### src/common/isa_pkg.sv
package isa_pkg;

    localparam int inst_w    = 16;
    localparam int reg_idx_w = 3;
    localparam int num_regs  = 8;
    localparam int off_w     = 13; // long branch offset
    localparam int byte_w    = 8;  // literal byte

    // operand field positions inside the instruction word
    localparam int rc_bit      = 7;
    localparam int wb_bit      = 6;
    localparam int prpo_bit    = 9;
    localparam int dec_bit     = 8;
    localparam int inc_bit     = 7;
    localparam int src_lsb     = 3;
    localparam int dst_lsb     = 0;
    localparam int lit_lsb     = 3;
    localparam int br_off_w    = 10; // conditional branch offset
    localparam int rel_off_lsb = 7;
    localparam int rel_off_w   = 7;

    typedef enum logic [5:0] {
        OP_NONE,
        OP_BL, OP_BEQ, OP_BNE, OP_BC, OP_BNC, OP_BN, OP_BGE, OP_BLT, OP_BRA,
        OP_ADD, OP_ADDC, OP_SUB, OP_SUBC, OP_DADD, OP_CMP,
        OP_XOR, OP_AND, OP_OR, OP_BIT, OP_BIC, OP_BIS,
        OP_MOV, OP_SWAP,
        OP_SRA, OP_RRC, OP_COMP, OP_SWPB, OP_SXT,
        OP_LD, OP_ST,
        OP_MOVL, OP_MOVLZ, OP_MOVLS, OP_MOVH,
        OP_LDR, OP_STR
    } opcode_e;

    typedef enum logic [3:0] {
        FMT_NONE, FMT_BRANCH_LONG, FMT_BRANCH, FMT_ALU, FMT_MOV, FMT_SWAP,
        FMT_SINGLE_WB, FMT_SINGLE, FMT_MEM, FMT_LIT, FMT_REL
    } format_e;

    typedef struct packed {
        logic [inst_w-1:0] mask;
        logic [inst_w-1:0] match;
    } pattern_t;

    localparam pattern_t pat_bl    = '{16'hE000, 16'h0000};
    localparam pattern_t pat_beq   = '{16'hFC00, 16'h2000};
    localparam pattern_t pat_bne   = '{16'hFC00, 16'h2400};
    localparam pattern_t pat_bc    = '{16'hFC00, 16'h2800};
    localparam pattern_t pat_bnc   = '{16'hFC00, 16'h2C00};
    localparam pattern_t pat_bn    = '{16'hFC00, 16'h3000};
    localparam pattern_t pat_bge   = '{16'hFC00, 16'h3400};
    localparam pattern_t pat_blt   = '{16'hFC00, 16'h3800};
    localparam pattern_t pat_bra   = '{16'hFC00, 16'h3C00};
    localparam pattern_t pat_add   = '{16'hFF00, 16'h4000};
    localparam pattern_t pat_addc  = '{16'hFF00, 16'h4100};
    localparam pattern_t pat_sub   = '{16'hFF00, 16'h4200};
    localparam pattern_t pat_subc  = '{16'hFF00, 16'h4300};
    localparam pattern_t pat_dadd  = '{16'hFF00, 16'h4400};
    localparam pattern_t pat_cmp   = '{16'hFF00, 16'h4500};
    localparam pattern_t pat_xor   = '{16'hFF00, 16'h4600};
    localparam pattern_t pat_and   = '{16'hFF00, 16'h4700};
    localparam pattern_t pat_or    = '{16'hFF00, 16'h4800};
    localparam pattern_t pat_bit   = '{16'hFF00, 16'h4900};
    localparam pattern_t pat_bic   = '{16'hFF00, 16'h4A00};
    localparam pattern_t pat_bis   = '{16'hFF00, 16'h4B00};
    localparam pattern_t pat_mov   = '{16'hFF80, 16'h4C00};
    localparam pattern_t pat_swap  = '{16'hFF80, 16'h4C80};
    localparam pattern_t pat_sra   = '{16'hFFB8, 16'h4D00};
    localparam pattern_t pat_rrc   = '{16'hFFB8, 16'h4D08};
    localparam pattern_t pat_comp  = '{16'hFFB8, 16'h4D10};
    localparam pattern_t pat_swpb  = '{16'hFFB8, 16'h4D18};
    localparam pattern_t pat_sxt   = '{16'hFFB8, 16'h4D20};
    localparam pattern_t pat_ld    = '{16'hFC00, 16'h5800};
    localparam pattern_t pat_st    = '{16'hFC00, 16'h5C00};
    localparam pattern_t pat_movl  = '{16'hF800, 16'h6000};
    localparam pattern_t pat_movlz = '{16'hF800, 16'h6800};
    localparam pattern_t pat_movls = '{16'hF800, 16'h7000};
    localparam pattern_t pat_movh  = '{16'hF800, 16'h7800};
    localparam pattern_t pat_ldr   = '{16'hC000, 16'h8000};
    localparam pattern_t pat_str   = '{16'hC000, 16'hC000};

    localparam int num_pats = 36;

    // priority order, entry i decodes to opcode_e value i + 1
    localparam pattern_t pat_table [num_pats] = '{
        pat_bl, pat_beq, pat_bne, pat_bc, pat_bnc, pat_bn, pat_bge, pat_blt, pat_bra,
        pat_add, pat_addc, pat_sub, pat_subc, pat_dadd, pat_cmp,
        pat_xor, pat_and, pat_or, pat_bit, pat_bic, pat_bis,
        pat_mov, pat_swap,
        pat_sra, pat_rrc, pat_comp, pat_swpb, pat_sxt,
        pat_ld, pat_st,
        pat_movl, pat_movlz, pat_movls, pat_movh,
        pat_ldr, pat_str
    };

endpackage

### src/common/decode_pkg.sv
package decode_pkg;

    typedef logic [isa_pkg::num_regs-1:0] reg_mask_t; // one bit per register

    typedef struct packed {
        logic                          rc;   // source is a constant
        logic                          wb;   // byte operation
        logic                          prpo;
        logic                          dec;
        logic                          inc;
        logic [isa_pkg::reg_idx_w-1:0] src;
        logic [isa_pkg::reg_idx_w-1:0] dst;
        logic [isa_pkg::off_w-1:0]     off;
        logic [isa_pkg::byte_w-1:0]    lit;
    } operands_t;

    typedef struct packed {
        reg_mask_t set_mask; // registers written
        reg_mask_t dep_mask; // registers waited on
    } hazard_t;

    typedef struct packed {
        logic             valid;
        isa_pkg::opcode_e opcode;
        operands_t        operands;
    } decoded_t;

endpackage

### src/decode/hazard_mask_gen.sv
`timescale 1ns/1ns

module hazard_mask_gen (
    input  logic [isa_pkg::inst_w-1:0] inst,
    input  isa_pkg::opcode_e           opcode,
    output decode_pkg::hazard_t        hazard
);

    logic [isa_pkg::reg_idx_w-1:0] src;
    logic [isa_pkg::reg_idx_w-1:0] dst;
    decode_pkg::reg_mask_t         src_bit;
    decode_pkg::reg_mask_t         dst_bit;
    logic                          src_is_reg; // rc clear
    logic                          addr_upd;   // pre/post inc or dec

    assign src        = inst[isa_pkg::src_lsb +: isa_pkg::reg_idx_w];
    assign dst        = inst[isa_pkg::dst_lsb +: isa_pkg::reg_idx_w];
    assign src_bit    = decode_pkg::reg_mask_t'(1) << src;
    assign dst_bit    = decode_pkg::reg_mask_t'(1) << dst;
    assign src_is_reg = !inst[isa_pkg::rc_bit];
    assign addr_upd   = inst[isa_pkg::inc_bit] | inst[isa_pkg::dec_bit];

    always_comb begin
        hazard = '0; // branches and no instruction
        case (opcode)
            isa_pkg::OP_ADD, isa_pkg::OP_ADDC, isa_pkg::OP_SUB, isa_pkg::OP_SUBC,
            isa_pkg::OP_DADD, isa_pkg::OP_XOR, isa_pkg::OP_AND, isa_pkg::OP_OR,
            isa_pkg::OP_BIC, isa_pkg::OP_BIS: begin
                hazard.set_mask = dst_bit;
                hazard.dep_mask = dst_bit | (src_is_reg ? src_bit : '0);
            end
            isa_pkg::OP_CMP, isa_pkg::OP_BIT: begin // flags only, no write back
                hazard.dep_mask = dst_bit | (src_is_reg ? src_bit : '0);
            end
            isa_pkg::OP_MOV, isa_pkg::OP_LDR: begin
                hazard.set_mask = dst_bit;
                hazard.dep_mask = src_bit;
            end
            isa_pkg::OP_SWAP: begin
                hazard.set_mask = src_bit | dst_bit;
                hazard.dep_mask = src_bit | dst_bit;
            end
            isa_pkg::OP_SRA, isa_pkg::OP_RRC, isa_pkg::OP_COMP, isa_pkg::OP_SWPB,
            isa_pkg::OP_SXT, isa_pkg::OP_MOVL, isa_pkg::OP_MOVH: begin
                hazard.set_mask = dst_bit;
                hazard.dep_mask = dst_bit;
            end
            isa_pkg::OP_LD: begin
                hazard.set_mask = dst_bit | (addr_upd ? src_bit : '0); // pointer in src
                hazard.dep_mask = src_bit;
            end
            isa_pkg::OP_ST: begin
                hazard.set_mask = addr_upd ? dst_bit : '0; // pointer in dst
                hazard.dep_mask = src_bit | dst_bit;
            end
            isa_pkg::OP_MOVLZ, isa_pkg::OP_MOVLS: hazard.set_mask = dst_bit;
            isa_pkg::OP_STR: hazard.dep_mask = src_bit | dst_bit;
            default: ;
        endcase
    end

endmodule

### src/decode/opcode_classifier.sv
`timescale 1ns/1ns

module opcode_classifier (
    input  logic [isa_pkg::inst_w-1:0] inst,
    input  logic                       decode_disable,
    output isa_pkg::opcode_e           opcode,
    output isa_pkg::format_e           format
);

    always_comb begin
        opcode = isa_pkg::OP_NONE;
        if (!decode_disable) begin
            // walk up from the lowest priority so the earliest hit wins
            for (int i = isa_pkg::num_pats - 1; i >= 0; i--) begin
                if ((inst & isa_pkg::pat_table[i].mask) == isa_pkg::pat_table[i].match) begin
                    opcode = isa_pkg::opcode_e'(i + 1);
                end
            end
        end
    end

    always_comb begin
        case (opcode)
            isa_pkg::OP_BL: format = isa_pkg::FMT_BRANCH_LONG;
            isa_pkg::OP_BEQ, isa_pkg::OP_BNE, isa_pkg::OP_BC, isa_pkg::OP_BNC,
            isa_pkg::OP_BN, isa_pkg::OP_BGE, isa_pkg::OP_BLT, isa_pkg::OP_BRA:
                format = isa_pkg::FMT_BRANCH;
            isa_pkg::OP_ADD, isa_pkg::OP_ADDC, isa_pkg::OP_SUB, isa_pkg::OP_SUBC,
            isa_pkg::OP_DADD, isa_pkg::OP_CMP, isa_pkg::OP_XOR, isa_pkg::OP_AND,
            isa_pkg::OP_OR, isa_pkg::OP_BIT, isa_pkg::OP_BIC, isa_pkg::OP_BIS:
                format = isa_pkg::FMT_ALU;
            isa_pkg::OP_MOV: format = isa_pkg::FMT_MOV;
            isa_pkg::OP_SWAP: format = isa_pkg::FMT_SWAP;
            isa_pkg::OP_SRA, isa_pkg::OP_RRC, isa_pkg::OP_COMP:
                format = isa_pkg::FMT_SINGLE_WB;
            isa_pkg::OP_SWPB, isa_pkg::OP_SXT: format = isa_pkg::FMT_SINGLE;
            isa_pkg::OP_LD, isa_pkg::OP_ST: format = isa_pkg::FMT_MEM;
            isa_pkg::OP_MOVL, isa_pkg::OP_MOVLZ, isa_pkg::OP_MOVLS, isa_pkg::OP_MOVH:
                format = isa_pkg::FMT_LIT;
            isa_pkg::OP_LDR, isa_pkg::OP_STR: format = isa_pkg::FMT_REL;
            default: format = isa_pkg::FMT_NONE; // nothing matched or disabled
        endcase
    end

endmodule

### src/decode/operand_unpack.sv
`timescale 1ns/1ns

module operand_unpack (
    input  logic [isa_pkg::inst_w-1:0] inst,
    input  isa_pkg::format_e           format,
    output decode_pkg::operands_t      operands
);

    logic has_wb;
    logic has_src;
    logic has_dst;
    logic is_mem;

    assign is_mem  = (format == isa_pkg::FMT_MEM);
    assign has_wb  = format inside {isa_pkg::FMT_ALU, isa_pkg::FMT_MOV,
                                    isa_pkg::FMT_SINGLE_WB, isa_pkg::FMT_MEM,
                                    isa_pkg::FMT_REL};
    assign has_src = format inside {isa_pkg::FMT_ALU, isa_pkg::FMT_MOV,
                                    isa_pkg::FMT_SWAP, isa_pkg::FMT_MEM,
                                    isa_pkg::FMT_REL};
    assign has_dst = has_src || format inside {isa_pkg::FMT_SINGLE_WB,
                                               isa_pkg::FMT_SINGLE, isa_pkg::FMT_LIT};

    always_comb begin
        operands      = '0;
        operands.rc   = inst[isa_pkg::rc_bit] & (format == isa_pkg::FMT_ALU);
        operands.wb   = inst[isa_pkg::wb_bit] & has_wb;
        operands.prpo = inst[isa_pkg::prpo_bit] & is_mem;
        operands.dec  = inst[isa_pkg::dec_bit] & is_mem;
        operands.inc  = inst[isa_pkg::inc_bit] & is_mem;
        if (has_src) begin
            operands.src = inst[isa_pkg::src_lsb +: isa_pkg::reg_idx_w];
        end
        if (has_dst) begin
            operands.dst = inst[isa_pkg::dst_lsb +: isa_pkg::reg_idx_w];
        end

        case (format)
            isa_pkg::FMT_BRANCH_LONG: operands.off = inst[isa_pkg::off_w-1:0];
            isa_pkg::FMT_BRANCH: begin
                operands.off = {{(isa_pkg::off_w - isa_pkg::br_off_w){1'b0}},
                                inst[isa_pkg::br_off_w-1:0]};
            end
            isa_pkg::FMT_REL: begin
                operands.off = {{(isa_pkg::off_w - isa_pkg::rel_off_w){1'b0}},
                                inst[isa_pkg::rel_off_lsb +: isa_pkg::rel_off_w]};
            end
            isa_pkg::FMT_LIT: operands.lit = inst[isa_pkg::lit_lsb +: isa_pkg::byte_w];
            default: ; // no offset or literal
        endcase
    end

endmodule

### src/hdl/decode_register.sv
`timescale 1ns/1ns

module decode_register (
    input  logic                  clk,
    input  logic                  arst_n,
    input  isa_pkg::opcode_e      opcode,
    input  decode_pkg::operands_t operands,
    input  decode_pkg::hazard_t   hazard_in,
    output decode_pkg::decoded_t  decoded,
    output decode_pkg::hazard_t   hazard
);

    decode_pkg::decoded_t decoded_d;

    always_comb begin
        decoded_d.valid    = (opcode != isa_pkg::OP_NONE);
        decoded_d.opcode   = opcode;
        decoded_d.operands = operands;
    end

    always_ff @(posedge clk or negedge arst_n) begin
        if (!arst_n) begin
            decoded <= '0; // opcode field clears to OP_NONE
            hazard  <= '0;
        end else begin
            decoded <= decoded_d;
            hazard  <= hazard_in;
        end
    end

    // no instruction must leave every field and mask quiet
    a_idle_quiet: assert property (@(posedge clk) disable iff (!arst_n)
        !decoded.valid |-> (decoded.operands == '0 && hazard == '0));

    // at most dst plus a pointer or swap partner
    a_set_two_max: assert property (@(posedge clk) disable iff (!arst_n)
        $countones(hazard.set_mask) <= 2);

    // valid only with a kept opcode, never OP_NONE or an unused code
    a_valid_opcode: assert property (@(posedge clk) disable iff (!arst_n)
        decoded.valid |-> decoded.opcode inside {[isa_pkg::OP_BL:isa_pkg::OP_STR]});

endmodule

### src/hdl/decode_stage.sv
`timescale 1ns/1ns

module decode_stage (
    input  logic                       clk,
    input  logic                       arst_n,
    input  logic [isa_pkg::inst_w-1:0] inst,
    input  logic                       decode_disable,
    output decode_pkg::decoded_t       decoded,
    output decode_pkg::hazard_t        hazard
);

    isa_pkg::opcode_e      opcode;
    isa_pkg::format_e      format;
    decode_pkg::operands_t operands;
    decode_pkg::hazard_t   hazard_c; // before the output flops

    opcode_classifier u_classifier (
        .inst           (inst),
        .decode_disable (decode_disable),
        .opcode         (opcode),
        .format         (format)
    );

    operand_unpack u_unpack (
        .inst     (inst),
        .format   (format),
        .operands (operands)
    );

    hazard_mask_gen u_hazard (
        .inst   (inst),
        .opcode (opcode),
        .hazard (hazard_c)
    );

    decode_register u_register (
        .clk       (clk),
        .arst_n    (arst_n),
        .opcode    (opcode),
        .operands  (operands),
        .hazard_in (hazard_c),
        .decoded   (decoded),
        .hazard    (hazard)
    );

endmodule

### config.mk
export PLATFORM = sky130hd
export DESIGN_NAME = decode_stage
export DESIGN_NICKNAME = d
export VERILOG_FILES = /design/src/common/isa_pkg.sv /design/src/common/decode_pkg.sv /design/src/decode/hazard_mask_gen.sv /design/src/decode/opcode_classifier.sv /design/src/decode/operand_unpack.sv /design/src/hdl/decode_register.sv /design/src/hdl/decode_stage.sv
export SDC_FILE = /design/constraint.sdc
export NUM_CORES = 1
export LEC_CHECK = 0
export ABC_AREA = 0
export ABC_CLOCK_PERIOD_IN_PS = 800
export BUFFER_PORTS_ARGS = -buffer_cell sky130_fd_sc_hd__buf_2
export CAP_MARGIN = 30
export CORE_ASPECT_RATIO = 1.75
export CORE_MARGIN = 3
export CORE_UTILIZATION = 53
export CTS_BUF_LIST = sky130_fd_sc_hd__clkbuf_8
export DETAILED_ROUTE_END_ITERATION = 10
export GPL_TIMING_DRIVEN = 0
export PLACE_DENSITY = 0.79
export SLEW_MARGIN = 20
export SYNTH_ARGS = -nofsm -noshare
export SYNTH_HDL_FRONTEND = slang
export SYNTH_SLANG_ARGS = --single-unit
export TNS_END_PERCENT = 30
### constraint.sdc
create_clock -name clk -period 0.8 [get_ports clk]
set_input_delay 0.16 -clock clk [delete_from_list [all_inputs] [get_ports clk]]
set_output_delay 0.16 -clock clk [all_outputs]
set_load 0.005 [all_outputs]
---- After elaboration in Yosys (flattened, before gate mapping) ----
Memories as Yosys holds them, arrays and structs flattened.
Index checks and enable logic that the tools add are counted.
storage, ports and cells
  input bits .............................. 19
  output and inout port bits .............. 55
  memory bits (read-only) ................. 256
  latch bits .............................. 0
  flip-flop bits (word level) ............. 55
  memories ................................ 1
  word-level logic and storage cells ...... 154
  bits in writable memories ............... 0
cells by class
  magnitude comparators ................... 0
  reduce and logical (&&, ||, !) cells .... 11
  shifts and indexed selects .............. 2
  multiply operators ...................... 0
  $add $sub $neg .......................... 0
  eq/ne operators ......................... 72
  bitwise operators ....................... 9
  mux-type cells .......................... 46
  divide/modulo/power cells ............... 0
memory list
  name             depth  width  rd ports  clocked after memory_dff  write ports  RTL line                 RTL
  (no name shown)  64     4      1         0                         0            opcode_classifier.sv:23  case (opcode)
operator list
  cell                                                    count
  2-to-1 mux 6 bit                                        37
  equality test 6 x 5 -> 1 bit (second input constant)    18
  equality test 8 x 7 -> 1 bit (second input constant)    12
  equality test 6 x 4 -> 1 bit (second input constant)    14
  case mux 8 bit (4 select lines)                         2
  equality test 12 x 11 -> 1 bit (second input constant)  5
  case mux 13 bit (3 select lines)                        1
  2-to-1 mux 8 bit                                        4
  equality test 6 bit (second input constant)             5
  bitwise OR 8 bit                                        3
  OR reduction 21 bit                                     1
  equality test 5 x 4 -> 1 bit (second input constant)    4
  equality test 9 x 8 -> 1 bit (second input constant)    2
  equality test 4 x 3 -> 1 bit (second input constant)    4
  logical NOT 16 bit                                      1
  left shift 1 x 3 -> 8 bit (first input constant)        2
  equality test 4 bit (second input constant)             3
  OR reduction 12 bit                                     1
  nonzero test 5 bit                                      2
  equality test 4 x 2 -> 1 bit (second input constant)    2
  OR reduction 7 bit                                      1
  2-to-1 mux 3 bit                                        2
  nonzero test 6 bit                                      1
  OR reduction 3 bit                                      2
  other kinds (6)                                         11

---- Longest topological paths before layout ----
An unclocked memory read counts as a cell.
  depth after elaboration ................. 43
  mapped depth ............................ 17
  gate-level depth less buffers ........... 15

---- Hierarchy ----
A second synthesis with hierarchy kept.
second synthesis, totals
  cells, all modules ...................... 338
  area total of the unflattened synthesis .. 3279.4 µm²
by module, submodules not included
  module             area each (µm²)  cells each  times used
  decode_register    1390.1           58          1
  opcode_classifier  744.5            110         1
  hazard_mask_gen    628.1            98          1
  operand_unpack     516.7            72          1

---- Worst setup path after synthesis ----
OpenSTA, ideal clock, no wires.
  kind .................................... input -> register
  start point ............................. input port inst[14] (netlist bit)
  end point ............................... register u_register.decoded[9] (netlist name)
  stages on the path ...................... 12
  arrival time ............................ 2.811 ns
  setup time .............................. 0.125 ns
  setup slack ............................. -2.137 ns
  cell sequence ........................... buf_2 > nor4b_4 > nand4_1 > nor3_1 > a31oi_1 > a31o_2 > ha_1 > o31a_1 > a2111o_1 > nand3_2 > a21oi_4 > a2bb2o_1
RTL lines
  what                RTL line           RTL
  start: declaration  decode_stage.sv:6  input logic [isa_pkg::inst_w-1:0] inst,

==> flow_metrics.env <==
export IMPL_hold_ws_ns=-0.2033
export IMPL_dp_hpwl_um=6062
export IMPL_design_area_um2=4446
export IMPL_nNetsFinal=473
export IMPL_clock_sinks=55
export IMPL_post_synth_top_count_cell="dfrtp_1"
export IMPL_failed_checks="negative hold slack, negative setup slack"
export IMPL_vias=3224
export IMPL_leakagePower_nw=2.104
export IMPL_rows=36
export IMPL_power_frac_comb_pct=28.2
export IMPL_die_area_um2=6743
export IMPL_fmax_mhz=381.5
export IMPL_synth_top_cell_area_share_pct=45.08
export IMPL_grt_pass1_vias=3020
export IMPL_drive_above_1_share_pct=46.33
export IMPL_ys_top_cells_by_area="dfrtp_1 (45%), a21oi_1 (5.1%), nor2_1 (4.5%)"
export IMPL_synth_largest_area_cell="dfrtp_1"
export IMPL_finalCritPeriodShare_pct=327.6
export IMPL_syn_avg_cell_area_um2=9.168
export IMPL_crit_fanout=5
export IMPL_synth_commonest_cells="dfrtp_1 (55), nor2_1 (37), a21oi_1 (31)"
export IMPL_route_detailed_drc=0
export IMPL_grt_max_degree=35
export IMPL_synth_cell_area_um2=3053
export IMPL_syn_inst=333
export IMPL_path_class="input port to flop"
export IMPL_power_frac_clock_pct=27.9
export IMPL_overflow=0
export IMPL_synth_async_reset_ratio_pct=100.0
export IMPL_synth_edff_count=0
export IMPL_intPower_mw=4.788
export IMPL_start_kind="input port"
export IMPL_routed_wl_um=9417
export IMPL_path_clk_slew_ns=0.10
export IMPL_drt_iter0_drc=192
export IMPL_cts_made_buffers=5
export IMPL_finalHoldViolCount=21
export IMPL_status="finished with violations"
export IMPL_worst_setup_path_end_kind="flop"
export IMPL_grt_pass1_wl_um=14700
export IMPL_ir_drop_mv=0.8480
export IMPL_drv_slew=0
export IMPL_hold_path_class="input port to asynchronous set/reset pin"
export IMPL_die_width_um=63.37
export IMPL_initial_utilization_pct=54.66
export IMPL_yosysSeqAreaShare_pct=45.08
export IMPL_maxCapViolCount=0
export IMPL_first_pass_iters=5
export IMPL_synth_cell_types=58
export IMPL_cp_required_ns=1.06
export IMPL_cts_tree="yes"
export IMPL_setup_viol=110
export IMPL_crit_arrival_ns=2.88
export IMPL_p_sw_share_pct=29.36
export IMPL_area_growth_pct=45.61
export IMPL_ant_nets=0
export IMPL_p_per_area_nw_per_um2=1525
export IMPL_p_switching_mw=1.990
export IMPL_dieHeight_um=106.4
export IMPL_power_mw=6.778
export IMPL_diodes=0
export IMPL_worst_slack_ns=-1.821
export IMPL_clockBufferDepth=2
export IMPL_io_buffer_count=65
export IMPL_final_setup_tns_ns=-95.96
export IMPL_seqPwrFrac_pct=43.9
export IMPL_rsz0062_at_grt="true"
export IMPL_ys_seq_elements=55
export IMPL_slew_headroom_pct=52.45
export IMPL_min_period_ns=2.621
export IMPL_syn_nets=358
export IMPL_wl_per_cell_um=17.94
export IMPL_clockRootBuffer="clkbuf_8"
export IMPL_pre_cts_ws_ns=-2.709
export IMPL_ys_flop_type="dfrtp_1"
export IMPL_ys_warn_count=0
export IMPL_placed_cell_area_um2=3541
export IMPL_pin_count=74
export IMPL_grt_use_total_pct=27.68
export IMPL_routabilityCongestion=0.9215
export IMPL_antenna_found_initial=0
export IMPL_worst_pin_slew_ns=0.7057
export IMPL_avgViaCountPerCell=6.141
export IMPL_h_tree_depth=2
export IMPL_core_region_area_um2=5585
## worst max-delay path by stage
stage,start,end,slack [ns],cells past startpoint
detailed placement,inst[15],u_register.decoded[20],-2.71,15
finish,inst[15],u_register.decoded[17],-1.82,13
global placement,inst[15],u_register.decoded[19],-2.69,15
floorplan,inst[14],u_register.decoded[11],-2.03,13
global route,inst[15],u_register.decoded[25],-1.94,15
CTS,inst[12],u_register.decoded[26],-1.73,15
## cell type report
type                    count  area, um2
multi-input cells         248       1953
flip-flops and latches     55       1376
fillers                   376       1140
repair buffers            107      714.4
plain buffers              18      132.6
well taps                  76      95.09
clock buffers               6      82.58
inverters                  13      56.30
clock inverters             2      35.03
## flip-flops by register name (all words and copies together) (netlist names)
signal,count
u_register.hazard,16
u_register.decoded,39
## metrics by stage
stage               util [%]  instances
floorplan                  -        333
global placement       63.04        474
detailed placement     63.40        475
CTS                    74.93        510
global route           79.59        525
finish                 79.59        525
## critical path, cell delays in order
cell and delay, ns:
buf_8 0.10, nor4b_4 0.32, nand4_1 0.22, buf_4 0.21, buf_4 0.14, o21ai_4 0.18
o21ai_2 0.15, o31a_1 0.37, a2111oi_4 0.29, buf_4 0.20, o21ai_4 0.10, a21oi_4 0.23
and2_1 0.19
## routing by layer
metal / vias to the layer above / track usage [%] / part of all wire [%] / wire (um)
met4: 0 / 17.16 / 5.4 / 513
met5: - / 0 / 0 / 0
met3: 50 / 3.805 / 5.3 / 498
li1: 1442 / - / - / -
met1: 1563 / 30.19 / 36 / 3425
met2: 169 / 49.44 / 53 / 4979
## placed cells by master (no fill, tap or decap), types with 7 or more instances in the layout
cell | synthesis | layout
a21oi_1 | 31 | 22
a21oi_2 | 0 | 9
a22o_1 | 7 | 7
buf_2 | 5 | 64
buf_4 | 0 | 35
buf_6 | 0 | 10
dfrtp_1 | 55 | 55
nand2_1 | 29 | 23
nor2_1 | 37 | 30
nor3_1 | 13 | 11
o211ai_1 | 7 | 7
o21ai_0 | 14 | 9
## logic make-up after synthesis
group,synth area share (%)
buffers and inverters,4.016
AND/OR/NAND/NOR,22.66
adder cells (fa/ha/maj),2.459
multiplexers,0.3279
flip-flops,45.08
XOR/XNOR,0.2869
AO/OA/AOI/OAI,25.16
## what timing repair did
action                                 4_1_cts  5_1_grt
setup buffers                               26       14
setup endpoints to repair                  110      110
endpoints found under the hold margin       21       21
resized for setup                           87       41
pin swaps                                   32       15
gates cloned                                 1        1
## power groups by stage
stage                     Clock (mW)  Combinational, mW  Sequential (mW)
final                           1.89               1.91             2.98
after CTS                       1.90               1.67             2.98
after detailed placement           0               1.30             3.03
after floorplan                    0              0.779             3.06
after global routing            2.02               2.04             2.99
after global placement             0               1.27             3.03
(Power assumes the default switching activity.)
